==> config.mk <==
export PLATFORM = sky130hd
export DESIGN_NAME = packet_counter
export DESIGN_NICKNAME = d
export VERILOG_FILES = /design/src/hdl/pqm_pkg.sv /design/src/hdl/packet_counter.sv
export VERILOG_INCLUDE_DIRS = /design/src /design/src/hdl
export SDC_FILE = /design/constraint.sdc
export NUM_CORES = 1
export LEC_CHECK = 0
export BUFFER_PORTS_ARGS = -buffer_cell sky130_fd_sc_hd__buf_2
export CORE_MARGIN = 2
export CORE_UTILIZATION = 60
export CTS_BUF_LIST = sky130_fd_sc_hd__clkbuf_16
export DETAILED_ROUTE_END_ITERATION = 12
export GPL_TIMING_DRIVEN = 0
export PLACE_DENSITY_LB_ADDON = 0.2
export SLEW_MARGIN = 10
export SYNTH_ARGS = -nofsm -noshare
export SYNTH_HDL_FRONTEND = slang
export SYNTH_SLANG_ARGS = --single-unit
==> constraint.sdc <==
create_clock -name clk_i -period 6.3 [get_ports clk_i]
set_input_delay 1.575 -clock clk_i [delete_from_list [all_inputs] [get_ports clk_i]]
set_output_delay 1.575 -clock clk_i [all_outputs]
set_load 0.1 [all_outputs]
==> src/hdl/pqm_config.svh <==
`ifndef PQM_CONFIG_SVH
`define PQM_CONFIG_SVH

// Stream width in bits
`define PQM_DATA_WIDTH 64

// Queue count and packet slots per queue
`define PQM_NUM_QUEUES 4
`define PQM_QUEUE_DEPTH 4

// Longest accepted packet, payload beats only
`define PQM_MAX_BEATS 8

// Statistics counter width
`define PQM_CNT_WIDTH 16

`endif
==> src/hdl/pqm_pkg.sv <==
`default_nettype none

`include "pqm_config.svh"

package pqm_pkg;

  typedef logic [`PQM_DATA_WIDTH-1:0]                 data_t;
  typedef logic [`PQM_DATA_WIDTH/8-1:0]               keep_t;
  typedef logic [$clog2(`PQM_NUM_QUEUES)-1:0]         qid_t;
  typedef logic [$clog2(`PQM_QUEUE_DEPTH)-1:0]        slot_t;
  typedef logic [$clog2(`PQM_MAX_BEATS+1)-1:0]        beats_t;   // Holds 1 to MAX_BEATS

  typedef struct packed {
    data_t data;
    keep_t keep;
  } beat_t;                                                     // Packet buffer entry

  // Queue, slot and beat index
  typedef logic [$clog2(`PQM_NUM_QUEUES*`PQM_QUEUE_DEPTH*`PQM_MAX_BEATS)-1:0] buf_addr_t;

  typedef logic [`PQM_CNT_WIDTH-1:0]                  cnt_t;
  typedef logic [$clog2(`PQM_NUM_QUEUES+1)-1:0]       reg_addr_t;  // Queue counts, then drops

endpackage

`default_nettype wire

==> src/hdl/packet_counter.sv <==
`timescale 1ns/100ps
`default_nettype none

`include "pqm_config.svh"

module packet_counter (
  input  wire logic                clk_i,
  input  wire logic                arst_n_i,
  input  wire logic                tx_done_i,
  input  wire pqm_pkg::qid_t       tx_qid_i,
  input  wire logic                drop_i,
  input  wire logic                reg_rd_i,
  input  wire pqm_pkg::reg_addr_t  reg_addr_i,
  output logic                     reg_ack_o,
  output pqm_pkg::cnt_t            reg_data_o
);

  import pqm_pkg::*;

  localparam int unsigned NQ = `PQM_NUM_QUEUES;

  cnt_t tx_cnt_q [NQ];
  cnt_t drop_cnt_q;

  always_ff @(posedge clk_i or negedge arst_n_i) begin
    if (!arst_n_i) begin
      for (int q = 0; q < NQ; q++) begin
        tx_cnt_q[q] <= '0;
      end
      drop_cnt_q <= '0;
      reg_ack_o  <= 1'b0;
      reg_data_o <= '0;
    end else begin
      if (tx_done_i && (tx_cnt_q[tx_qid_i] != '1)) begin
        tx_cnt_q[tx_qid_i] <= tx_cnt_q[tx_qid_i] + 1'b1;     // Saturates
      end
      if (drop_i && (drop_cnt_q != '1)) begin
        drop_cnt_q <= drop_cnt_q + 1'b1;
      end
      reg_ack_o <= reg_rd_i;
      if (reg_rd_i) begin
        if (reg_addr_i < NQ) begin
          reg_data_o <= tx_cnt_q[qid_t'(reg_addr_i)];
        end else if (reg_addr_i == NQ) begin
          reg_data_o <= drop_cnt_q;
        end else begin
          reg_data_o <= '0;                                    // Unmapped
        end
      end
    end
  end

endmodule

`default_nettype wire

# Yosys cells after proc, flatten, opt, wreduce, memory -nomap -nowiden
# Index checks and enable logic that the tools add are counted.
# word_totals
ff_bits,97
inputBits,10
output_inout_bits,17
wordCells,32
# classes
n_addsub,2
magnitude_cmp,4
n_eq_ne,3
mux,11
bitwise,2
reduce_logical,3
# op_table
cell,n
16-bit two-way mux,7
16-bit binary-select mux with 2-bit select,2
64-bit bitwise mux,1
"16-bit by 1-bit adder with 16-bit output, second input constant",2
16-bit demux with 2-bit select,1
"16-bit != test, second input constant",2
"3-bit greater-or-equal comparator, second input constant",2
2-bit inverter with 3-bit output,2
"3-bit equality test, second input constant",1
1-bit logical AND,3
"3-bit by 1-bit less-than comparator with 1-bit output, second input constant",1
"3-bit less-than comparator, second input constant",1

# Longest topological paths before layout
# depth
word_depth,6
depth_mapped,11
depth_no_buf,7

# Worst setup path after synthesis
# No wires, ideal clock.
# synth_path
path_kind,input to register
start,input port tx_qid_i[0]
end,register tx_cnt_q[13] (netlist name)
setup_time_ns,0.125
arrival_ns,3.764
required_time_ns,6.175
path_slack_ns,2.411
stages,10
n_path_buf,4
path_cell_list,buf_6 -> buf_12 -> mux4_1 -> ha_1 -> and4_1 -> and4_4 -> buf_12 -> nor2_8 -> buf_12 -> mux2_4
# synth_via
elab_chain_len,6
elab_cells_between_ends,13
cone_classes,add/sub (1); order compare (2); eq/ne (1); mux (6); bitwise (1); reduce/logical (2)
# synth_lines
element,line,text
"start, declared",packet_counter.sv:10,"input wire pqm_pkg::qid_t tx_qid_i,"
2-bit inverter with 3-bit output (not written as such) *,"packet_counter.sv:34, packet_counter.sv:35",
"16-bit binary-select mux with 2-bit select, or another cell as far along","packet_counter.sv:34, packet_counter.sv:35",
16-bit two-way mux (not written as such) / 1-bit logical AND (equally long branches),"packet_counter.sv:34, packet_counter.sv:35",
16-bit two-way mux (on tied branches),"packet_counter.sv:34, packet_counter.sv:35",
"16-bit by 1-bit adder with 16-bit output, or another cell as far along",packet_counter.sv:35,tx_cnt_q[tx_qid_i] <= tx_cnt_q[tx_qid_i] + 1'b1;
64-bit bitwise mux / 1-bit logical AND (equally long branches),"packet_counter.sv:35, packet_counter.sv:34",
"end signal, assigned by index",packet_counter.sv:35,
"end, declared",packet_counter.sv:22,cnt_t tx_cnt_q [NQ];
# Mark *: on every way between the ends. The rest lies on a longest branch, timed or not. The select of a mux whose other input is x is not followed.
# A chain may end at the register's enable or synchronous reset.

# Worst setup path in the final report
# layout_path
start,input port tx_qid_i[1]
end,register tx_cnt_q[29] (netlist name)
# Same word-level chain as after synthesis.

==> run metrics <==
status completed; Detailed Routing Iterations Pass 1 4; Seq/Total Area, Yosys 0.485; Arr. time, crit path 4.21 ns; Pwr Density 353 nW/um2; Inserted Clock Buffers 9; CTS tree done; Final ANT Viol Nets 0; vias in the first global route 3307; setup repair bufs after CTS 0; Max Buffers Root-to-Sink 2; first-pass GRT wire length 16800 um; Die Width 95.3 um; worst hold slack 0.489 ns; Synth warnings 0; gr usage total 0.252; Critical Path End Type register; area leader, netlist dfrtp_1; largest net degree at the start of global routing 59; Mapped Avg Cell Area 13.1 um2; clock slew at reported path FFs 0.07 ns; setup tns final 0 ns; io pins 27; Initial Util 0.615; Pleak 2.46 nW; crit path launch type input port; worst hold-check path type reg -> reg; initial antenna violation count 0; chip height 95.3 um; drt via density 6.19; Diodes inserted 0; synth top area cells dfrtp_1, mux4_2, mux2_2, nor2_1, mux4_1; DR iter-0 viols 212; Layout Utilization 0.688; Final nets 430; Post-synth EDFFs 0; die area 9080 um2; share of the synthesized area in the top cell type 0.485; count of cell types in the netlist 37; Synth Net Count 394; GRT overflow 0; crit path max fanout 10; clk sinks 97; Post-Syn Area 5000 um2; final hold violations 0; crit share post-route 0.634; routed length per instance 19.5 um; Power, Total 1.98 mW; Slew Limit Fails 0; number of synthesized register bits 97; routed wire length 10300 um; clock root cell clkbuf_16; hold buffers post-CTS 0; Final min period 3.99 ns; max cap viols 0; Critical Path RT 6.52 ns; FFs w/ async S/R, synth 1.00; Area Overhead vs Synth 11.9%; clock skew 0.0108 ns; H-tree Lvls 3; Skew-Pair Late Insertion Delay 0.34 ns; RSZ-0062 raised after global routing false; Site Rows 33; Rel. slew slack 0.383; # setup viols final 0; Worst VDD drop 0.000161 V; vias 3267; Slew @ Worst Pin 0.925 ns; DRC 0; most common flop cell mapped by yosys dfrtp_1; routability cong. 0.800; Mapped Cells 382; CTS resizes 0; IO Port Bufs 24; Core ar. 8130 um2; HPWL Detailed 7170 um; Crit Path Category in -> reg; fmax 250 MHz; share of cells above drive strength 1 0.296
final timing paths:
check	startpoint	end	slack (ns)	cells after the start
worst max-delay path	tx_qid_i[1]	tx_cnt_q[29]$_DFFE_PN0P_	2.31	11
worst min-delay path	tx_cnt_q[16]$_DFFE_PN0P_	tx_cnt_q[16]$_DFFE_PN0P_	0.49	1
worst max register to register	tx_cnt_q[32]$_DFFE_PN0P_	tx_cnt_q[29]$_DFFE_PN0P_	3.63	8
worst min register to register	tx_cnt_q[16]$_DFFE_PN0P_	tx_cnt_q[16]$_DFFE_PN0P_	0.49	1
max in group asynchronous	arst_n_i	tx_cnt_q[53]$_DFFE_PN0P_	4.33	2
min in group asynchronous	arst_n_i	reg_ack_o$_DFF_PN0_	1.30	1
Yosys cell counts (2+ instances only):
master    count
buf_2         4
buf_12        4
nand4_1       9
a221oi_1     16
nand3_1       8
nor2_1       59
a21oi_1      17
nand3b_1      2
clkbuf_1      7
inv_1         4
dfrtp_1      97
xnor2_1      14
and3_1        2
mux4_2       26
and2_1        4
mux4_1        6
nand2_1      11
o21ai_0       8
mux2_4        3
buf_6         2
mux2_2       37
nor2_8        4
xor2_1       18
and4_1        3
ha_1          2
nor3_1        4
report_power, final:
part / internal (mW) / switching, mW
registers: 0.750 / 0.108
clock network: 0.349 / 0.240
logic: 0.216 / 0.314
total: 1.31 / 0.662
placed cells by master (no fill, tap or decap), drive strengths merged, types with 11 or more instances in the layout:
cell type  instances
xor2              18
xnor2             14
mux4              32
nor2              63
a221oi            16
mux2              41
buf               37
dfrtp             97
clkbuf            16
nand2             11
a21oi             17
state kept, by name, summed over array words and instances (netlist names):
register and flops:
tx_cnt_q 64, drop_cnt_q 16, reg_data_o 16, reg_ack_o 1
cell type report:
cell class	instances	area, um2
buffer	19	168
inverter	5	18.8
multi-input combinational	261	2390
clock buffer	9	225
sequential	97	2430
fill	560	2540
tap	105	131
timing repair buffer	25	143
clock inverter	7	93.8
through the flow:
stage / setup slack, ns / instance area (um2) / std cells
after floorplan: 2.41 / 5000 / 382
after global placement: 1.99 / 5250 / 511
after detailed placement: 1.96 / 5280 / 512
after CTS: 2.31 / 5590 / 528
after global routing: 2.23 / 5590 / 528
final: 2.31 / 5590 / 528
layer usage:
metal / part of all wire / vias to the layer above / wire (um) / global-route usage
met5: 0 / - / 0 / 0
met4: 0.013 / 0 / 131 / 0.0918
met3: 0.046 / 13 / 477 / 0.0538
met2: 0.49 / 66 / 4990 / 0.406
met1: 0.46 / 1697 / 4680 / 0.341
li1: - / 1491 / - / -
cells by family (layout without fill, tap and decap cells):
| group | after synthesis | after routing | share of synthesized area |
|---|---|---|---|
| buffers and inverters | 24 | 65 | 0.0373 |
| AO/OA/AOI/OAI | 42 | 42 | 0.0563 |
| multiplexers | 73 | 73 | 0.243 |
| adder cells (fa/ha/maj) | 2 | 2 | 0.00500 |
| XOR/XNOR | 32 | 32 | 0.0560 |
| AND/OR/NAND/NOR | 112 | 112 | 0.117 |
| flip-flops | 97 | 97 | 0.485 |
worst max-delay path, cell delays in order:
cell and delay [ns]:
buf_2 0.10, buf_2 0.29, buf_2 0.31, mux4_1 0.35, ha_1 0.31, and4_1 0.19
and4_4 0.19, buf_12 0.15, nor2_8 0.21, buf_6 0.19, mux2_1 0.33
Note: power is estimated with default switching activity, not from simulation.
