### config.mk
export PLATFORM = sky130hd
export DESIGN_NAME = rr_scheduler
export DESIGN_NICKNAME = d
export VERILOG_FILES = /design/src/hdl/pqm_pkg.sv /design/src/hdl/rr_scheduler.sv
export VERILOG_INCLUDE_DIRS = /design/src /design/src/hdl
export SDC_FILE = /design/constraint.sdc
export NUM_CORES = 1
export LEC_CHECK = 0
export BUFFER_PORTS_ARGS = -buffer_cell sky130_fd_sc_hd__buf_2
export CAP_MARGIN = 10
export CORE_AREA = 2 2 39 41
export DETAILED_ROUTE_END_ITERATION = 7
export DIE_AREA = 0 0 41 43
export PLACE_DENSITY = 0.42
export SLEW_MARGIN = 30
export SYNTH_ARGS = -nofsm -noshare
export SYNTH_HDL_FRONTEND = slang
export SYNTH_SLANG_ARGS = --single-unit
### constraint.sdc
create_clock -name clk_i -period 2.98 [get_ports clk_i]
set_input_delay 0.298 -clock clk_i [delete_from_list [all_inputs] [get_ports clk_i]]
set_output_delay 0.298 -clock clk_i [all_outputs]
set_load 0.05 [all_outputs]
### src/hdl/pqm_config.svh
`ifndef PQM_CONFIG_SVH
`define PQM_CONFIG_SVH

// Stream width in bits
`define PQM_DATA_WIDTH 64

// Queue count and packet slots per queue
`define PQM_NUM_QUEUES 4
`define PQM_QUEUE_DEPTH 4

// Longest accepted packet, payload beats only
`define PQM_MAX_BEATS 8

// Statistics counter width
`define PQM_CNT_WIDTH 16

`endif
### src/hdl/pqm_pkg.sv
`default_nettype none

`include "pqm_config.svh"

package pqm_pkg;

  typedef logic [`PQM_DATA_WIDTH-1:0]                 data_t;
  typedef logic [`PQM_DATA_WIDTH/8-1:0]               keep_t;
  typedef logic [$clog2(`PQM_NUM_QUEUES)-1:0]         qid_t;
  typedef logic [$clog2(`PQM_QUEUE_DEPTH)-1:0]        slot_t;
  typedef logic [$clog2(`PQM_MAX_BEATS+1)-1:0]        beats_t;   // Holds 1 to MAX_BEATS

  typedef struct packed {
    data_t data;
    keep_t keep;
  } beat_t;                                                     // Packet buffer entry

  // Queue, slot and beat index
  typedef logic [$clog2(`PQM_NUM_QUEUES*`PQM_QUEUE_DEPTH*`PQM_MAX_BEATS)-1:0] buf_addr_t;

  typedef logic [`PQM_CNT_WIDTH-1:0]                  cnt_t;
  typedef logic [$clog2(`PQM_NUM_QUEUES+1)-1:0]       reg_addr_t;  // Queue counts, then drops

endpackage

`default_nettype wire

### src/hdl/rr_scheduler.sv
`timescale 1ns/100ps
`default_nettype none

`include "pqm_config.svh"

module rr_scheduler (
  input  wire logic                        clk_i,
  input  wire logic                        arst_n_i,
  input  wire logic [`PQM_NUM_QUEUES-1:0]  nonempty_i,
  output logic                             pop_o,
  output pqm_pkg::qid_t                    pop_qid_o,
  input  wire logic                        tx_done_i
);

  import pqm_pkg::*;

  localparam int unsigned NQ = `PQM_NUM_QUEUES;

  qid_t last_q;       // Last queue served
  logic busy_q;       // Packet under transmission
  logic found;

  // First non-empty queue after the last one, wrapping around
  always_comb begin
    pop_qid_o = last_q;
    found     = 1'b0;
    for (int i = 1; i <= NQ; i++) begin
      if (!found && nonempty_i[qid_t'(last_q + i)]) begin
        pop_qid_o = qid_t'(last_q + i);
        found     = 1'b1;
      end
    end
  end

  assign pop_o = found && !busy_q;

  always_ff @(posedge clk_i or negedge arst_n_i) begin
    if (!arst_n_i) begin
      last_q <= qid_t'(NQ - 1);                                 // Search begins at queue 0
      busy_q <= 1'b0;
    end else if (pop_o) begin
      last_q <= pop_qid_o;
      busy_q <= 1'b1;
    end else if (tx_done_i) begin
      busy_q <= 1'b0;
    end
  end

  // Done only arrives for the packet in flight
  a_done_in_flight: assert property (@(posedge clk_i) disable iff (!arst_n_i)
    tx_done_i |-> busy_q)
    else $error("Done strobe without a packet in flight");

endmodule

`default_nettype wire

== Word-level counts from Yosys, hierarchy flattened ==
Cells that the tools add are included.
Storage, ports and cells
  output and inout port bits: 3
  input port bits: 7
  flip-flop bits (word level): 3
Operators by class
  reductions and logical operators: 9
  order comparisons: 4
  mux-type cells: 18
  add/subtract/negate cells: 4
Operators with widths (number)
  < comparator 2 x 3 -> 1 bit, second input constant: 4
  two-way mux 1 bit: 10
  binary-select mux 1 bit (select 2 bit): 4
  two-way mux 2 bit: 4
  adder 2 x 1 -> 2 bit, second input constant: 2
  adder 2 bit, second input constant: 2
  logical AND 1 bit: 4
  logical NOT 1 bit: 4
  nonzero test 2 bit: 1

== Longest topological paths before layout ==
  word-level depth: 15
  mapped depth: 3
  depth with buffers taken out: 3

== Least setup slack after synthesis ==
OpenSTA, ideal clock, no wires.
  path kind: register to output
  from: register last_q[1]
  to: output pop_qid_o[1]
  cell stages (with the launch flop): 4
  setup slack: 849 ps
  required time: 2682 ps
  arrival: 1833 ps
  cells stage by stage: dfstp_2 -> nand2_1 -> and3_1 -> nor3_1
On the way
  cells in the longest elaborated chain, start to end: 13
  elaborated cells between the ends (all ways): 25
  classes of those cells: add/sub: 4; mux: 15; reduce/logical: 6
Ends and longest elaborated chain
  from (decl): line rr_scheduler.sv:19  | qid_t last_q;
  from (signal assigned): line rr_scheduler.sv:39  | last_q <= qid_t'(NQ - 1);
  from (signal assigned): line rr_scheduler.sv:42  | last_q <= pop_qid_o;
  adder 2 x 1 -> 2 bit: line rr_scheduler.sv:28, rr_scheduler.sv:29
  binary-select mux 1 bit (select 2 bit): line rr_scheduler.sv:28  | if (!found && nonempty_i[qid_t'(last_q + i)]) begin
  two-way mux 1 bit (not written as such): line rr_scheduler.sv:28
  two-way mux 1 bit: line rr_scheduler.sv:28
  logical NOT 1 bit: line rr_scheduler.sv:28
  logical AND 1 bit: line rr_scheduler.sv:28
  two-way mux 1 bit: line rr_scheduler.sv:28
  logical NOT 1 bit: line rr_scheduler.sv:28
  logical AND 1 bit: line rr_scheduler.sv:28
  two-way mux 1 bit: line rr_scheduler.sv:28
  logical NOT 1 bit: line rr_scheduler.sv:28
  logical AND 1 bit: line rr_scheduler.sv:28
  two-way mux 2 bit *: line rr_scheduler.sv:28
  to (decl): line rr_scheduler.sv:11  | output pqm_pkg::qid_t pop_qid_o,
Every way passes the cells marked *; elsewhere a longest branch is shown, timed or not. The select of a mux whose other input is x is not followed.

== Worst setup path after layout ==
  from: register last_q[1]
  to: output pop_qid_o[0]
On the way
  cells in the longest elaborated chain, start to end: 13
  elaborated cells between the ends (all ways): 25
  classes of those cells: add/sub: 4; mux: 15; reduce/logical: 6
Ends and longest elaborated chain (line)
  adder 2 x 1 -> 2 bit: rr_scheduler.sv:28
  binary-select mux 1 bit (select 2 bit): rr_scheduler.sv:28
  two-way mux 1 bit (not written as such): rr_scheduler.sv:28
  two-way mux 1 bit: rr_scheduler.sv:28
  logical NOT 1 bit: rr_scheduler.sv:28
  logical AND 1 bit: rr_scheduler.sv:28
  two-way mux 1 bit: rr_scheduler.sv:28
  logical NOT 1 bit: rr_scheduler.sv:28
  logical AND 1 bit: rr_scheduler.sv:28
  two-way mux 1 bit: rr_scheduler.sv:28
  logical NOT 1 bit: rr_scheduler.sv:28
  logical AND 1 bit: rr_scheduler.sv:28
  two-way mux 2 bit *: rr_scheduler.sv:28
Marked as above.

==> flow_summary.json <==
{
  "first_global_vias": 219,
  "final_util_pct": 24.8,
  "netlist_area_um2": 241,
  "viasPerCell": 4.52,
  "crit_chain": "mux2_2 > nand2_1 > nand3_1 > buf_2",
  "clkTransAtPathRegs_ns": 0.03,
  "cts_sinks": 3,
  "setup_viol": 0,
  "min_period_over_period_pct": 60.1,
  "grt_max_degree": 8,
  "syn_to_final_growth_pct": 42.0,
  "path_class": "flip-flop to output port",
  "ant_nets": 0,
  "fillers": 157,
  "ctsResizeCount": 0,
  "drv_slew": 0,
  "synth_cells": 26,
  "outcome": "finished, final reports clean",
  "startpoint_type": "flip-flop",
  "rows": 14,
  "crit_path_top_delay_cell": "dfstp_2",
  "numCtsBuffers": 3,
  "grt_pass1_wl_um": 814,
  "seq_area_frac_synth_pct": 32.1,
  "hold_violations": 0,
  "dieArea_um2": 1760,
  "drcViolationCount": 0,
  "grt_usage_pct": 7.85,
  "grt_antenna_before_repair": 0,
  "wl_per_cell_um": 9.34,
  "cp.buffers_inverters": 1,
  "critPathTopFamily": "flip-flops",
  "cts-root-buf": "clkbuf_4",
  "max-slew-margin-rel_pct": 73.3,
  "fin_nets": 48,
  "coreArea_um2": 1380,
  "cp_max_fo": 7,
  "synth_nets": 33,
  "wl_met1_um": 243,
  "gp_congestion": 0.622,
  "cts_tree": "done",
  "cts_buffer_depth": 2,
  "wl_met2_um": 237,
  "fmax_mhz": 558,
  "dpl.cell_count": 51,
  "max-vdd-ir-drop_uv": 211,
  "synth_top_area_share_pct": 21.8,
  "io_buffers": 9,
  "htreeDepth": 1,
  "die_h_um": 43,
  "fin_worst_skew_ns": 0.000185,
  "hp-class": "input pin to flip-flop",
  "ios": 10,
  "start_util_pct": 17.5,
  "drt-total-wl_um": 523,
  "min_period_ns": 1.79,
  "synth-async-reset-ratio_pct": 100,
  "synthFlopType": "dfstp_2",
  "n_antenna_cell": 0,
  "cpPeakStageDelay_ns": 0.57,
  "synth_edf_count": 0,
  "arrival_ns": 1.49,
  "yosys_warnings": 0,
  "setup_tns_ns": 0,
  "cp_data_required_time_ns": 2.68,
  "powerDensity_nw_per_um2": 753,
  "dr.pass1.iters": 1,
  "drive_gt1_share_pct": 45.0,
  "yosys.cell_types.count": 20,
  "grt_setup_unrepaired": "no",
  "synth.largest_area_cell": "dfstp_2",
  "synth-seq-cells": 3,
  "end_kind": "output port",
  "met3_length_um": 42,
  "die_w_um": 41,
  "highest_layer": "met3",
  "worstSkewPairLatency_ns": 0.23,
  "tightest_slew_ns": 0.397,
  "netlist_top_cells_area": "dfstp_2 (22%), dfrtp_1 (10%), o41ai_2 (6.7%), nand2b_1 (5.2%), nor4_2 (5.2%)",
  "avgSynthCellArea_um2": 9.29,
  "num_vias": 253,
  "instances_no_fill": 56,
  "gr-total-overflow": 0,
  "cap_viol_max_count": 0,
  "leakage_nw": 0.160,
  "drt_first_iter_violations": 0
}
==> logic make-up (layout without fill, tap and decap cells) <==
logic type | after synthesis | in the layout | synth area share [%]
buffers and inverters | 2 | 16 | 3.11
AND/OR/NAND/NOR | 12 | 12 | 32.1
AO/OA/AOI/OAI | 7 | 7 | 23.8
flip-flops | 3 | 3 | 32.1
multiplexers | 2 | 2 | 8.81
==> power breakdown <==
group | internal [mW] | leakage, nW | total, mW | switching [mW]
combinational | 0.0410 | 0.113 | 0.117 | 0.0757
sequential | 0.0586 | 0.0318 | 0.0717 | 0.0131
clock | 0.0501 | 0.0150 | 0.0698 | 0.0197
==> state kept, by name (all words and copies together) (netlist names) <==
signal  flops
busy_q      1
last_q      2
==> per-stage QoR <==
stage	hold WS, ns	instance area (µm²)	power (mW)	worst slack, ns
after CTS	0.236	343	0.264	1.17
after global placement	0.0963	307	0.190	1.29
after global routing	0.244	343	0.280	1.11
final	0.245	343	0.258	1.19
after detailed placement	0.0985	307	0.189	1.37
after floorplan	0.00241	241	0.161	0.849
==> layer usage <==
layer | GRT usage [%] | vias up
met1 | 7.77 | 118
li1 | - | 127
met3 | 6.28 | 0
met2 | 9.38 | 8
met4 | 8.00 | 0
met5 | 0 | -
==> path summary, 6_finish.rpt <==
path | start | end | slack, ns | depth (start not counted)
setup / recovery | last_q[1] | pop_qid_o[0] | 1.19 | 4
hold / removal | tx_done_i | busy_q | 0.25 | 2
setup reg to reg | last_q[1] | last_q[0] | 1.60 | 3
hold reg to reg | busy_q | busy_q | 0.52 | 1
max in group asynchronous | arst_n_i | last_q[1] | 2.39 | 2
min in group asynchronous | arst_n_i | busy_q | 0.39 | 2
==> cells in the final DEF (no fill, tap or decap), types with 2 or more instances in the layout <==
| master | instances |
|---|---|
| nand2_1 | 2 |
| buf_2 | 9 |
| dfstp_2 | 2 |
| clkbuf_4 | 3 |
| nand2b_1 | 2 |
| inv_1 | 2 |
| o21ai_0 | 2 |
| nor3_1 | 2 |
==> final cells by class <==
| type | instances | area [µm²] | area share (%) |
|---|---|---|---|
| inverter | 2 | 7.51 | 2.19 |
| clock buffer | 4 | 26.3 | 7.66 |
| timing repair buffer | 10 | 55.1 | 16.1 |
| tap | 16 | 20.0 | 5.84 |
| multi-input combinational | 21 | 156 | 45.6 |
| sequential | 3 | 77.6 | 22.6 |
==> what timing repair did <==
action,in CTS,in global routing
hold endpoints to repair,1,0
hold buffers,1,0
buffers inserted,0,0
Power figures use the tool's default switching activity.
