### src/hdl/simple_dp_ram.sv
`timescale 1ns/100ps
`default_nettype none

module simple_dp_ram #(
  parameter type         entry_t = logic [7:0],
  parameter int unsigned DEPTH   = 16
) (
  input  wire logic                     clk_i,
  input  wire logic                     wr_en_i,
  input  wire logic [$clog2(DEPTH)-1:0] wr_addr_i,
  input  wire entry_t                   wr_data_i,
  input  wire logic                     rd_en_i,
  input  wire logic [$clog2(DEPTH)-1:0] rd_addr_i,
  output entry_t                        rd_data_o
);

  entry_t mem [DEPTH];

  always_ff @(posedge clk_i) begin
    if (wr_en_i) begin
      mem[wr_addr_i] <= wr_data_i;
    end
    if (rd_en_i) begin
      rd_data_o <= mem[rd_addr_i];  // Holds until the next read
    end
  end

endmodule

`default_nettype wire

### config.mk
export PLATFORM = sky130hd
export DESIGN_NAME = simple_dp_ram
export DESIGN_NICKNAME = d
export VERILOG_FILES = /design/src/hdl/simple_dp_ram.sv
export SDC_FILE = /design/constraint.sdc
export NUM_CORES = 1
export LEC_CHECK = 0
export ABC_AREA = 1
export BUFFER_PORTS_ARGS = -buffer_cell sky130_fd_sc_hd__buf_4
export CAP_MARGIN = 30
export CORE_ASPECT_RATIO = 1.2
export CORE_MARGIN = 2
export CORE_UTILIZATION = 56
export CTS_BUF_LIST = sky130_fd_sc_hd__clkbuf_4
export CTS_CLUSTER_DIAMETER = 40
export DETAILED_ROUTE_END_ITERATION = 8
export PLACE_DENSITY = 0.88
export SYNTH_ARGS = -nofsm -noshare
export SYNTH_HDL_FRONTEND = slang
export SYNTH_SLANG_ARGS = --single-unit
### constraint.sdc
create_clock -name clk_i -period 1.28 [get_ports clk_i]
set_input_delay 0.32 -clock clk_i [delete_from_list [all_inputs] [get_ports clk_i]]
set_output_delay 0.32 -clock clk_i [all_outputs]
set_load 0.02 [all_outputs]
# After elaboration in Yosys (flattened, before gate mapping)
# Memories as Yosys holds them, arrays and structs flattened. A register that Yosys moved wholly into a read port is not among the register bits.
# Cells that the tools add are included.
# W data, S select, Z words.
[totals]
output_inout_bits = 8
memories = 1
inputBits = 19
register_bits = 0
mem_bits_rw = 128
word_cells = 3
[mem_list]
columns = ["name", "words", "word_bits", "rd", "rd_clocked_by_memory_dff", "write_ports", "line_no", "source"]
rows = [
  ["mem", 16, 8, 1, 1, 1, "17", "entry_t mem [DEPTH];"],
]
[op_classes]
n_mux = 2
[op_table]
columns = ["op", "n"]
rows = [
  ["$mux W1", 2],
]

# Longest topological paths before layout
# Gate-level depths: netlist of the first run.
[depth]
depth_word = 2
mapped_depth = 8
depth_no_buf = 7

# Least setup slack after synthesis of the first run
# Ideal clock, no wire load.
[synth_path]
path_kind = "input port to flip-flop"
startpoint = "in wr_addr_i[3]"
endpoint = "mem mem[4][0] (netlist name), enable pin"
slack_ns = 0.009
arrival_ns = 0.901
path_buffers = 0
setup_ns = 0.370
t_required_ns = 0.910
cell_stages = 2
cell_sequence = "nand3b_1 > nor2_1"
[synth_lines]
columns = ["element", "line_no", "source"]
rows = [
  ["start: declaration", "10", "input wire logic [$clog2(DEPTH)-1:0] wr_addr_i,"],
  ["end: declaration", "17", ""],
]
# No word-level cell before the write port.

# Final worst setup path of the first run
[layout_path]
startpoint = "reg rd_data_o[3] (netlist name), read port of mem"
endpoint = "out rd_data_o[3] (netlist name)"
[layout_lines]
columns = ["element", "line_no", "source"]
rows = [
  ["start: declaration", "14", "output entry_t rd_data_o"],
]
# No word-level cell between the ends.

==> results of run 1 <==
## routing by layer
layer	global-route usage [%]	vias up
met3	5.19	50
met2	43.2	207
met4	13.3	0
li1	-	1884
met5	0	-
met1	27.0	1880
## layout by cell type, fill, tap and decap left out
master      netlist  layout
clkinv_2          0       1
inv_1           100     100
nand3_1          97      97
buf_6             6       8
nand3b_1          2       2
clkinvlp_4        0       3
diode_2           0       1
inv_2             2       2
nand2_1         173     173
clkbuf_4          0      19
buf_12            0       3
clkinv_1          0       2
clkinv_4          0       2
edfxtp_1        136     136
nor2_1           17      17
bufinv_16         0       5
buf_4             4      44
## cell type report
| class | count | share of cell area, % |
|---|---|---|
| clock buffer | 19 | 2.14 |
| timing repair buffer | 55 | 7.21 |
| multi-input combinational | 289 | 18.2 |
| tap | 126 | 2.36 |
| antenna | 1 | 0.0375 |
| inverter | 102 | 5.74 |
| clock inverter | 13 | 3.04 |
| sequential | 136 | 61.3 |
## per-stage QoR
step                cell area (sq um)  hold WS (ps)  setup slack [ps]  setup TNS (ps)  power (mW)
finish                           6670          67.5              -186           -1120        8.98
global route                     6670          48.6              -231           -1520        9.25
CTS                              6660          34.1              -222           -1490        9.02
detailed placement               6290           632              -338           -3120        5.81
global placement                 6290           627              -284           -2340        5.78
floorplan                        5850           419              9.16               0        5.51
## synth_stat cells (all sizes together)
library cell	instances
nor2	17
nand2	173
edfxtp	136
inv	102
nand3	97
buf	24
nand3b	2
## kinds of logic after synthesis
kind of cell	share of synthesized area, %
flops	69.8
buf+inv	9.39
simple gates	20.8
## worst paths after layout
kind,endpoint,depth (start not counted)
worst max register to register,rd_data_o[4],6
worst min-delay path,rd_data_o[2],1
worst max-delay path,rd_data_o[3],1
worst min register to register,rd_data_o[7],6
## repair_timing
action,CTS,global route
gates resized for setup,8,0
pin swaps,0,0
setup endpoints to repair,8,8
## sequential cells by signal, summed over array words and instances, names as in the netlist
name,cells
mem,128
rd_data_o,8
## power by group through the flow
stage	Clock (mW)	Sequential (mW)	Combinational, mW
2_1_floorplan	0	5.16	0.352
3_3_place_gp	0	5.13	0.649
3_5_place_dp	0	5.14	0.670
4_1_cts	3.29	5.04	0.690
5_1_grt	3.44	5.05	0.754
6_report	3.24	5.04	0.698
==> impl_metrics.yaml, run 1 <==
worst_setup_path:
  crit_chain: "buf_6"
  timing.critical_path.from: "rd_data_o[3]"
  r2r_slack_ps: 30
  cp_max_fo: 1
  crit_type: "reg -> out"
  critical_path_buf_inv_count: 1
  critPathMaxStageDelay_ps: 450
  crit_path_end_kind: "output port"
  r2r_start: "mem[7][4]"
  start_kind: "flop"
  worst_ep_arrival_time_ps: 1150
  critPathSlowestCell: "edfxtp_1"
  worstPathRequired_ps: 960
  cp_top_family: "flip-flops"
power_and_ir_drop:
  powerDensity_nw_per_um2: 1350
  p_sw_share_pct: 21.8
  seq_power_share_pct: 56.1
  p_comb_share_pct: 7.8
  p_sw_mw: 1.96
  internal_power_mw: 7.02
  ir_worst_vdd_mv: 1.54
  leakage_nw: 2.90
  p_clk_share_pct: 36.1
yosys:
  synth.top_cell.area_share_pct: 69.8
  yosys.area.top_type: "edfxtp_1"
  yosysWarningCount: 0
  ys_seq_elements: 136
  ys_seq_area_share_pct: 69.8
  synth.avg_cell_area_sq_um: 10.6
  synth.distinct_cells: 11
  synthesis.area_sq_um: 5850
  synth_nets: 570
  synth_cells: 551
  synthTopCellsByArea: "edfxtp_1 (70%), nand2_1 (11%), nand3_1 (8.3%)"
cells_and_area:
  drive_gt1_share_pct: 14.2
  syn2layout_area_growth_pct: 14.0
  final_core_util_pct: 65.9
  multi_input_area_sq_um: 1210
  num-fill-cells: 728
  final-seq-area_sq_um: 4080
  final_cell_count_no_fill: 741
  fin_nets: 620
route:
  wl_met1_mm: 4.69
  via_per_inst: 5.43
  drc: 0
  drtPass1Iterations: 6
  ant_nets: 0
  dr_wl_met2_mm: 6.75
  vias: 4021
  wl_mm: 12.9
  drt-wirelength-per-cell_microns: 17.4
  wl_met3_microns: 959
  drt-initial-drc-count: 495
  top_layer: "met4"
job:
  maxCapViolations: 0
worst_hold_path:
  min_from: "rd_en_i"
  hold_class: "in -> reg"
placed_design:
  numPortBuffers: 26
  globalplace.congestion: 0.964
  dpl.hpwl_mm: 8.30
  post-place-cells: 708
clocking:
  post-cts-setup-buffer-count: 0
  cts-root-buf: "clkbuf_4"
  cts_hold_buf: 0
  clk_latency_ps: 550
  cts_buffers: 17
  cts_sinks: 136
  cts_htree_levels: 4
  path_clk_slew_ps: 120
  cts.path.max_buffers: 2
  cts_tree: "yes"
timing:
  fin_ws_ps: -186
  period_needed_ps: 1470
  hold_viol: 0
  rsz0062_at_grt: "true"
  fmax_mhz: 682
  fin_skew_ps: 21.9
  slew_violations: 0
  worst_pin_slew_ps: 601
  setup_viol_count_final: 8
  fin_crit_sh_pct: 114
  slew_headroom_pct: 59.9
floorplan:
  pin_count: 27
  fp.dieH_microns: 116
  die_w_microns: 97.3
  rows: 40
  start_util_pct: 57.8
  fp.coreArea_sq_um: 10100
  design.die.area_sq_um: 11300
global_routing:
  grt_pass1_vias: 3987
  antenna_found_initial: 1
  grt_util_all_layers_pct: 24.1
  grt_max_degree: 33
  grt_pass1_wl_mm: 20.1
  gr-total-overflow: 0
run_status:
  status: "finished with violations"
  violations: "negative setup slack"
Power figures use the tool's default switching activity.
==> inputs of run 2 (changes only) <==
==> constraint.sdc (replaced) <==
create_clock -name clk_i -period 1.28 [get_ports clk_i]
set_input_delay 0.128 -clock clk_i [delete_from_list [all_inputs] [get_ports clk_i]]
set_output_delay 0.128 -clock clk_i [all_outputs]
set_load 0.02 [all_outputs]
==> run 2 against run 1 <==
  * The flow now finishes without violations
  * Via count grew 0.45%
  * Sequential share of layout area fell by 0.49 points
  * Cell count grew 0.94%
  * Combinational power up 3%
  * Flip-flop and latch count is the same
  * Die area unchanged
  * Power shrank 2.1%
  * Worst hold slack better by 6.6 ps
  * Cell area up 0.81%
  * Clock-buffer cell count down 1
  * Critical endpoint unchanged
==> impl_metrics.yaml, run 2 (same netlist as run 1, synthesis figures left out) <==
run_status:
  status: "finished clean"
cells_and_area:
  reg.largest.list: "mem x128, rd_data_o x8"
  top_register: "mem"
  largest_reg_flops: 128
  syn2layout_area_growth_pct: 14.9
  fin_nets: 627
  final_common_cell: "nand2_1"
  num-fill-cells: 715
  final_core_util_pct: 66.5
  drive_gt1_share_pct: 13.5
  mostFrequentLayoutCells: "nand2_1 (173), edfxtp_1 (136), inv_1 (100), nand3_1 (97), buf_4 (42)"
global_routing:
  gr-total-overflow: 0
  grt_util_all_layers_pct: 24.3
  antenna_found_initial: 1
  grt_pass1_vias: 3949
  grt_pass1_wl_mm: 20.1
  grt_max_degree: 42
job:
  maxCapViolations: 0
worst_hold_path:
  hold_class: "in -> reg"
  min_path_cells: 4
route:
  drt-initial-drc-count: 527
  drc: 0
  drt-wirelength-per-cell_microns: 17.5
  ant_nets: 0
  vias: 4039
  drtPass1Iterations: 6
  wl_mm: 13.1
  via_per_inst: 5.40
worst_setup_path:
  worstPathRequired_ps: 1150
  r2r_slack_ps: 90
  start_kind: "flop"
  cp_top_family: "flip-flops"
  worst_ep_arrival_time_ps: 1130
  rr_worst_depth: 6
  crit_chain: "buf_6"
  critPathSlowestCell: "edfxtp_1"
  crit_path_end_kind: "output port"
  cp_max_fo: 1
  crit_type: "reg -> out"
  critical_path_buf_inv_count: 1
  critPathMaxStageDelay_ps: 440
  path_depth: 1
placed_design:
  globalplace.congestion: 0.891
  numPortBuffers: 26
  dpl.hpwl_mm: 8.36
clocking:
  cts.path.max_buffers: 2
  post-cts-setup-buffer-count: 0
  cts_buffers: 17
  cts_sinks: 136
  cts_tree: "yes"
  cts-root-buf: "clkbuf_4"
  clk_latency_ps: 540
  cts_htree_levels: 4
  path_clk_slew_ps: 110
timing:
  slew_violations: 0
  tns_ps: 0
  setup_viol_count_final: 0
  fin_skew_ps: 10.9
  fmax_mhz: 795
  worst_pin_slew_ps: 571
  hold_viol: 0
  period_needed_ps: 1260
  rsz0062_at_grt: "true"
  fin_crit_sh_pct: 98.2
  slew_headroom_pct: 61.9
floorplan:
  fp.dieH_microns: 116
  design.die.area_sq_um: 11300
  die_w_microns: 97.3
  fp.coreArea_sq_um: 10100
  start_util_pct: 57.8
  rows: 40
  pin_count: 27
power_and_ir_drop:
  leakage_nw: 2.91
  ir_worst_vdd_mv: 1.10
  powerDensity_nw_per_um2: 1310
-- run 2: changes by cell type in the layout (fill, tap and decap cells not counted) --
| cell | change |
|---|---|
| bufinv_16 | -1 |
| buf_12 | +1 |
| buf_6 | -2 |
| buf_4 | -2 |
| dlygate4sd3_1 | +10 |
| clkinv_2 | +2 |
| clkinv_4 | -1 |
| clkbuf_4 | -1 |
| clkinvlp_4 | +1 |
-- run 2: final cells by class --
cell class | count | area [sq um] | area share [%]
Tap cell | 126 | 158 | 2.35
Clock buffer | 18 | 135 | 2.01
Timing Repair Buffer | 62 | 563 | 8.38
Antenna cell | 1 | 2.50 | 0.0372
Inverter | 102 | 383 | 5.70
Sequential cell | 136 | 4080 | 60.8
Multi-Input combinational cell | 289 | 1210 | 18.1
Clock inverter | 14 | 181 | 2.70
-- run 2: timing repair --
action | in CTS | in global routing
setup endpoints to repair | 3 | 6
pin swaps | 0 | 0
hold buffers | 10 | 0
resized for setup | 3 | 3
hold endpoints to repair | 144 | 0
cloned | 0 | 0
-- run 2: final timing paths --
| check | to | start |
|---|---|---|
| setup / recovery | rd_data_o[3] | rd_data_o[3] |
| hold / removal | rd_data_o[3] | rd_addr_i[2] |
| setup reg to reg | rd_data_o[2] | mem[0][2] |
| hold reg to reg | rd_data_o[2] | mem[13][2] |
-- run 2: metrics by stage --
| stage | total power, mW | setup WS, ps | instances | cell area [sq um] | hold slack [ps] |
|---|---|---|---|---|---|
| 2_1_floorplan | 5.51 | 201 | 551 | 5850 | 227 |
| 3_3_place_gp | 5.78 | -17.8 | 705 | 6280 | 435 |
| 3_5_place_dp | 5.81 | -79.4 | 705 | 6280 | 439 |
| 4_1_cts | 8.82 | -18.1 | 747 | 6710 | 33.6 |
| 5_1_grt | 9.11 | -31.6 | 748 | 6720 | 71.7 |
| 6_report | 8.79 | 22.8 | 748 | 6720 | 74.1 |
-- run 2: per-layer routing --
| layer | global-route usage (%) | wire, microns | vias to the layer above |
|---|---|---|---|
| li1 | - | - | 1903 |
| met1 | 28.3 | 4710 | 1839 |
| met2 | 42.2 | 6740 | 252 |
| met3 | 4.83 | 1210 | 45 |
| met4 | 14.5 | 442 | 0 |
| met5 | 0 | 0 | - |
-- run 2: power by group --
group / internal (mW) / switching (mW) / leakage (nW) / total [mW]
sequential: 5.01 / 0.0321 / 1.24 / 5.04
combinational: 0.254 / 0.462 / 1.52 / 0.716
clock: 1.55 / 1.49 / 0.159 / 3.03
