[src/hdl/pqm_config.svh]
`ifndef PQM_CONFIG_SVH
`define PQM_CONFIG_SVH

// Stream width in bits
`define PQM_DATA_WIDTH 64

// Queue count and packet slots per queue
`define PQM_NUM_QUEUES 4
`define PQM_QUEUE_DEPTH 4

// Longest accepted packet, payload beats only
`define PQM_MAX_BEATS 8

// Statistics counter width
`define PQM_CNT_WIDTH 16

`endif
[src/hdl/pqm_pkg.sv]
`default_nettype none

`include "pqm_config.svh"

package pqm_pkg;

  typedef logic [`PQM_DATA_WIDTH-1:0]                 data_t;
  typedef logic [`PQM_DATA_WIDTH/8-1:0]               keep_t;
  typedef logic [$clog2(`PQM_NUM_QUEUES)-1:0]         qid_t;
  typedef logic [$clog2(`PQM_QUEUE_DEPTH)-1:0]        slot_t;
  typedef logic [$clog2(`PQM_MAX_BEATS+1)-1:0]        beats_t;   // Holds 1 to MAX_BEATS

  typedef struct packed {
    data_t data;
    keep_t keep;
  } beat_t;                                                     // Packet buffer entry

  // Queue, slot and beat index
  typedef logic [$clog2(`PQM_NUM_QUEUES*`PQM_QUEUE_DEPTH*`PQM_MAX_BEATS)-1:0] buf_addr_t;

  typedef logic [`PQM_CNT_WIDTH-1:0]                  cnt_t;
  typedef logic [$clog2(`PQM_NUM_QUEUES+1)-1:0]       reg_addr_t;  // Queue counts, then drops

endpackage

`default_nettype wire

[src/hdl/rx_handler.sv]
`timescale 1ns/100ps
`default_nettype none

`include "pqm_config.svh"

module rx_handler (
  input  wire logic              clk_i,
  input  wire logic              arst_n_i,
  input  wire pqm_pkg::data_t    s_axis_tdata_i,
  input  wire pqm_pkg::keep_t    s_axis_tkeep_i,
  input  wire logic              s_axis_tvalid_i,
  input  wire logic              s_axis_tlast_i,
  output logic                   s_axis_tready_o,
  output pqm_pkg::qid_t          lookup_qid_o,
  input  wire logic              queue_full_i,
  input  wire pqm_pkg::slot_t    tail_slot_i,
  output logic                   buf_wr_o,
  output pqm_pkg::buf_addr_t     buf_addr_o,
  output pqm_pkg::beat_t         buf_beat_o,
  output logic                   enq_o,
  output pqm_pkg::qid_t          enq_qid_o,
  output pqm_pkg::beats_t        enq_beats_o,
  output logic                   drop_o
);

  import pqm_pkg::*;

  localparam int unsigned HDR_QID_W = 32;                      // Queue id field in the header
  localparam int unsigned BEAT_W    = $clog2(`PQM_MAX_BEATS);

  typedef enum logic [1:0] {
    S_HDR,
    S_PAY,
    S_DISC
  } state_e;

  state_e state_q;
  beats_t cnt_q;      // Payload beats written so far
  qid_t   qid_q;
  slot_t  slot_q;
  logic   hdr_ok;

  assign s_axis_tready_o = 1'b1;                               // Drops instead of stalling
  assign lookup_qid_o    = qid_t'(s_axis_tdata_i);
  assign hdr_ok          = (s_axis_tdata_i[HDR_QID_W-1:0] < `PQM_NUM_QUEUES) && !queue_full_i;

  assign buf_wr_o   = s_axis_tvalid_i && (state_q == S_PAY) && (cnt_q != `PQM_MAX_BEATS);
  assign buf_addr_o = {qid_q, slot_q, cnt_q[BEAT_W-1:0]};
  assign buf_beat_o = '{data: s_axis_tdata_i, keep: s_axis_tkeep_i};

  assign enq_qid_o   = qid_q;
  assign enq_beats_o = cnt_q;

  always_ff @(posedge clk_i or negedge arst_n_i) begin
    if (!arst_n_i) begin
      state_q <= S_HDR;
      cnt_q   <= '0;
      enq_o   <= 1'b0;
      drop_o  <= 1'b0;
    end else begin
      enq_o  <= 1'b0;
      drop_o <= 1'b0;
      if (s_axis_tvalid_i) begin
        case (state_q)
          S_HDR: begin
            cnt_q <= '0;
            if (s_axis_tlast_i) begin
              drop_o <= 1'b1;                                  // Header only
            end else begin
              state_q <= hdr_ok ? S_PAY : S_DISC;
            end
          end
          S_PAY: begin
            if (cnt_q == `PQM_MAX_BEATS) begin
              // One beat too many, the packet is lost
              drop_o  <= s_axis_tlast_i;
              state_q <= s_axis_tlast_i ? S_HDR : S_DISC;
            end else begin
              cnt_q <= cnt_q + 1'b1;
              if (s_axis_tlast_i) begin
                enq_o   <= 1'b1;
                state_q <= S_HDR;
              end
            end
          end
          default: begin
            if (s_axis_tlast_i) begin
              drop_o  <= 1'b1;
              state_q <= S_HDR;
            end
          end
        endcase
      end
    end
  end

  always_ff @(posedge clk_i) begin
    if (s_axis_tvalid_i && (state_q == S_HDR)) begin
      qid_q  <= lookup_qid_o;
      slot_q <= tail_slot_i;                                   // Slot taken at header time
    end
  end

endmodule

`default_nettype wire

[config.mk]
export PLATFORM = sky130hd
export DESIGN_NAME = rx_handler
export DESIGN_NICKNAME = d
export VERILOG_FILES = /design/src/hdl/pqm_pkg.sv /design/src/hdl/rx_handler.sv
export VERILOG_INCLUDE_DIRS = /design/src /design/src/hdl
export SDC_FILE = /design/constraint.sdc
export NUM_CORES = 1
export LEC_CHECK = 0
export BUFFER_PORTS_ARGS = -buffer_cell sky130_fd_sc_hd__buf_4
export CORE_ASPECT_RATIO = 0.7
export CORE_MARGIN = 3
export CORE_UTILIZATION = 33
export CTS_CLUSTER_DIAMETER = 200
export DETAILED_ROUTE_END_ITERATION = 10
export PLACE_DENSITY = 0.87
export SYNTH_ARGS = -nofsm -noshare
export SYNTH_HDL_FRONTEND = slang
export SYNTH_SLANG_ARGS = --single-unit
[constraint.sdc]
create_clock -name clk_i -period 2.3 [get_ports clk_i]
set_input_delay 0.23 -clock clk_i [delete_from_list [all_inputs] [get_ports clk_i]]
set_output_delay 0.23 -clock clk_i [all_outputs]
set_load 0.02 [all_outputs]
Yosys cells after proc, flatten, opt, wreduce, memory -nomap -nowiden. Cells that the tools add are included.

Bits in registers: 12. Output and inout port bits: 91. Logic and storage cells: 37.

$lt $le $gt $ge: 1. Add/sub/neg operators: 1. Eq/ne operators: 5. Reduce and logical (&&, ||, !) cells: 9. Muxes and demuxes: 15.

Operator list (number): less-than comparator 32 x 3 -> 1 bit (second input constant) (1); two-way mux 2 bit (5); case mux 4 bit (2 select lines) (1); two-way mux 1 bit (7); adder 4 x 1 -> 4 bit (second input constant) (1); equality test 4 bit (second input constant) (1); logical AND 1 bit (4); two-way mux 4 bit (1); inequality test 2 bit (second input constant) (2); inequality test 4 bit (second input constant) (1); case mux 2 bit (2 select lines) (1); AND reduction 3 bit (1); equality test 2 x 1 -> 1 bit (second input constant) (1); zero test 2 bit (1); AND reduction 2 bit (1); nonzero test 2 bit (1); zero test 1 bit (1).

Logic depth before layout (Yosys ltp).
Depth in word-level cells: 5. Gate-level depth with buffers: 6. Mapped depth without buffers: 6.

Worst setup path after synthesis. OpenSTA, ideal clock, no wires.

Kind: reg2out. Start point: reg cnt_q[0], in the netlist enq_beats_o[0]. End point: out buf_wr_o. Stages on the path, launching flop included: 6. Setup slack: 646 ps. Required time: 2070 ps. Data arrival time: 1424 ps. Cells stage by stage: dfrtp_1 -> inv_1 -> ha_1 -> and3b_4 -> nor3b_4 -> and2_4.

Cells in the longest elaborated chain, start to end: 2.

RTL lines: from (decl) (RTL line rx_handler.sv:38) `beats_t cnt_q;`; from (signal assigned) (RTL line rx_handler.sv:79) `cnt_q <= cnt_q + 1'b1;`; inequality test 4 bit (no source line); logical AND 1 bit (RTL line rx_handler.sv:47) `` assign buf_wr_o = s_axis_tvalid_i && (state_q == S_PAY) && (cnt_q != `PQM_MAX_BEATS); ``; to (decl) (RTL line rx_handler.sv:17) `output logic buf_wr_o,`.

Every way passes these cells.

Worst setup path in the final report. Same ends and word-level chain as after synthesis.

==> results by group <==
Pwr
  – Power Dens Cells: 440 nW/um^2
  – LEAKAGE: 0.689 nW
  – Worst IR drop on VDD: 0.184 mV

Global route
  – Largest net degree at the start of global routing: 9
  – Most Crowded Layer GR: met2
  – First-pass GRT wire length: ~4200 um
  – Initial antenna violation count: 0
  – Tot GR Track Use: 11.7%
  – Gr ovfl total: 0
  – GR Util met2: between 20% and 30%
  – Vias in the first global route: 880
  – Met1 GRT Util: 12.3%
  – GR Util met3: 5.29%

Worst hold path
  – Worst Hold Launch: tail_slot_i[0]
  – Tightest Hold Check Type: input pin to flip-flop
  – Hold path endpoint: slot_q[0]$_DFFE_PP_
  – Hold Path Stages: 1

Floorplanning
  – Std cell rows: 17
  – Starting Density: 36.1%
  – Die X: 78.0 um
  – Die height: 56.4 um
  – Io pins: 170
  – Die area: 4400 um^2
  – Core ar.: 3320 um^2

Synthesis
  – Yosys warns: 0
  – Avg Synthesized Cell Area: ~9 um^2
  – Area of the mapped netlist: 1200 um^2
  – Post-Syn Instances: between 100 and 150
  – Syn nets: 214
  – Post-synthesis cell type count: 26
  – Flops & latches, synth: 12
  – Sequential-to-total area share from yosys stat: around a quarter

Setup path
  – Critical-path top delay cell: dfrtp_1
  – CP Capture Type: output port
  – Crit Path Class: flip-flop to output port
  – Max incr delay on CP: 0.47 ns
  – Worst reg2reg path depth: 6
  – Worst EP required: 2.07 ns
  – Cell Chain, Critical Path: inv_1 > ha_1 > and3b_4 > nor3b_4 > and2_4 > buf_4
  – RR Endpoint: enq_beats_o[1]$_DFFE_PN0P_
  – Worst Path Arrival: 1.81 ns
  – Worst setup SP type: flip-flop
  – Crit Path Max Fanout: 7
  – RR Startpoint: enq_beats_o[0]$_DFFE_PN0P_
  – Reg-to-reg slack, setup: 0.69 ns

CTS
  – H-Tree Depth: 1
  – Clock sinks: 12
  – Clock latency on the worst-skew pair: 0.23 ns
  – CTS Buf Count: 3
  – Worst-path clk slew: 0.05 ns
  – Clock tree buffer depth: 2
  – TritonCTS clock tree: yes
  – CTS resizes: 0
  – CTS root buffer: clkbuf_8
  – Hold_buf cts: 1
  – Post-CTS Setup Bufs: 0

Layout
  – Reg area: 320 um^2
  – Ant diodes: 0
  – Fillers: about 340
  – Multi-input gate area in the final layout: 267 um^2
  – Area growth syn-to-layout: 14.5%
  – Share of layout cells above drive strength 1: 66.4%
  – Finished Core Util: 41.4%
  – Fin area: between 1000 and 1500 um^2
  – # nets final: roughly 230

Route
  – Via count: 847
  – Total Wirelength: approximately 2800 um
  – DR vias/cell: 4.39
  – Drt first pass iters: 4
  – Remaining DRCs: 0
  – Per-cell routed wire length: 14.4 um
  – Drt first-iter violations: 46
  – Final ANT Viol Nets: 0

Flow run
  – Max Cap Viol: 0

STA
  – Hold Slack: 0.172 ns
  – Setup TNS: 0 ns
  – Final Slew Violations: 0
  – Worst-Margin Slew: 0.503 ns
  – Slew HR: 66.3%
  – Clock Skew: 0.00282 ns
  – RSZ-0062 raised after global routing: no
  – Final critical-path required period: 2.04 ns
  – Fin worst setup slack: 0.262 ns
  – Tcrit/Tclk final: 88.6%
  – Max Clk Rate: around 0.49 GHz
  – Final hold vios: 0
  – Final setup fails: 0

Outcome
  – Outcome: complete, no violations

Placement
  – Placer Congestion: ~0.75
  – PortBufs: 88
  – Pre-CTS setup slack: roughly 0.54 ns
  – Placed Area: 1320 um^2
  – Detailed placer's ending HPWL: 2390 um
-- cells in the final DEF (no fill, tap or decap), drive strengths merged, types with 2 or more instances in the layout --
cell type  instances
buf               88
nor4               8
dfrtp              8
nor2               4
edfxtp             4
a21oi              4
clkbuf             4
inv                3
nand2              2
nand4              2
o21ai              2
ha                 2
o2bb2ai            2
-- routing by layer --
layer / vias up / part of all wire [%] / routed length [um]
li1: 389 / - / -
met1: 376 / 36 / 990
met2: 74 / 52 / 1450
met3: 8 / 11 / 293
met4: 0 / 1.6 / 44
met5: - / 0 / 0
-- Yosys cell counts --
| library cell | count | share of area (%) |
|---|---|---|
| a211oi_1 | 1 | 0.63 |
| a21o_1 | 1 | 0.63 |
| a21oi_1 | 3 | 1.3 |
| a21oi_2 | 1 | 0.73 |
| a22o_1 | 1 | 0.73 |
| and2_4 | 1 | 0.73 |
| and3_2 | 1 | 0.63 |
| and3b_4 | 1 | 1.0 |
| buf_4 | 80 | 50 |
| conb_1 | 1 | 0.31 |
| dfrtp_1 | 8 | 17 |
| edfxtp_1 | 4 | 10 |
| ha_1 | 2 | 2.1 |
| inv_1 | 3 | 0.94 |
| nand2_1 | 2 | 0.63 |
| nand2b_1 | 1 | 0.52 |
| nand3_1 | 1 | 0.42 |
| nand3b_1 | 1 | 0.63 |
| nand4_1 | 2 | 1.0 |
| nor2_1 | 4 | 1.3 |
| nor3_1 | 1 | 0.42 |
| nor3b_4 | 1 | 1.6 |
| nor4_1 | 8 | 4.2 |
| o21ai_0 | 2 | 0.84 |
| o2bb2ai_1 | 1 | 0.73 |
| o2bb2ai_2 | 1 | 1.3 |
-- report_power, final --
group	total (mW)	switching (mW)	internal (mW)
logic	0.184	0.0930	0.0912
registers	0.232	0.00349	0.228
clock network	0.188	0.0670	0.121
total	0.604	0.163	0.441
-- cell families (layout without fill, tap and decap cells) --
family                   Yosys count  count (layout)  share of synthesized area, %
buffers and inverters             83              96                          51.0
other                              1               1                         0.313
adder cells (fa/ha/maj)            2               2                          2.09
flip-flops                        12              12                          26.7
AO/OA/AOI/OAI                     11              11                          6.79
AND/OR/NAND/NOR                   24              24                          13.0
-- critical path: cells and delay by family (launching register included) --
family,cells,cell delay (ns)
adder cells (fa/ha/maj),1,0.21
AND/OR/NAND/NOR,3,0.69
buffers and inverters,2,0.21
flip-flops,1,0.47
-- metrics by stage --
step,power [mW],std cells
final,0.604,193
after global routing,0.637,193
after CTS,0.614,193
after detailed placement,0.420,188
after global placement,0.417,188
after floorplan,0.447,133
-- layout make-up --
| cell class | count | area share (%) |
|---|---|---|
| inverters | 3 | 0.820 |
| clock buffers | 4 | 3.28 |
| multi-input cells | 38 | 19.4 |
| well taps | 47 | 4.28 |
| flip-flops and latches | 12 | 23.3 |
| repair buffers | 89 | 48.9 |
-- sequential cells by signal (all words and copies together), names as in the netlist --
| register | count |
|---|---|
| state_q | 2 |
| drop_o | 1 |
| slot_q | 2 |
| enq_qid_o | 2 |
| enq_o | 1 |
| enq_beats_o | 4 |
-- worst max-delay path by stage --
| stage | slack [ns] | end | from | depth (start not counted) |
|---|---|---|---|---|
| after floorplan | 0.65 | buf_wr_o | enq_beats_o[0]$_DFFE_PN0P_ | 5 |
| after global placement | 0.61 | buf_wr_o | enq_beats_o[0]$_DFFE_PN0P_ | 6 |
| after detailed placement | 0.54 | buf_wr_o | enq_beats_o[0]$_DFFE_PN0P_ | 6 |
| after CTS | 0.26 | buf_wr_o | enq_beats_o[0]$_DFFE_PN0P_ | 6 |
| after global routing | 0.17 | buf_wr_o | enq_beats_o[0]$_DFFE_PN0P_ | 6 |
| final | 0.26 | buf_wr_o | enq_beats_o[0]$_DFFE_PN0P_ | 6 |
No activity file was read; power rests on OpenSTA's default activity.
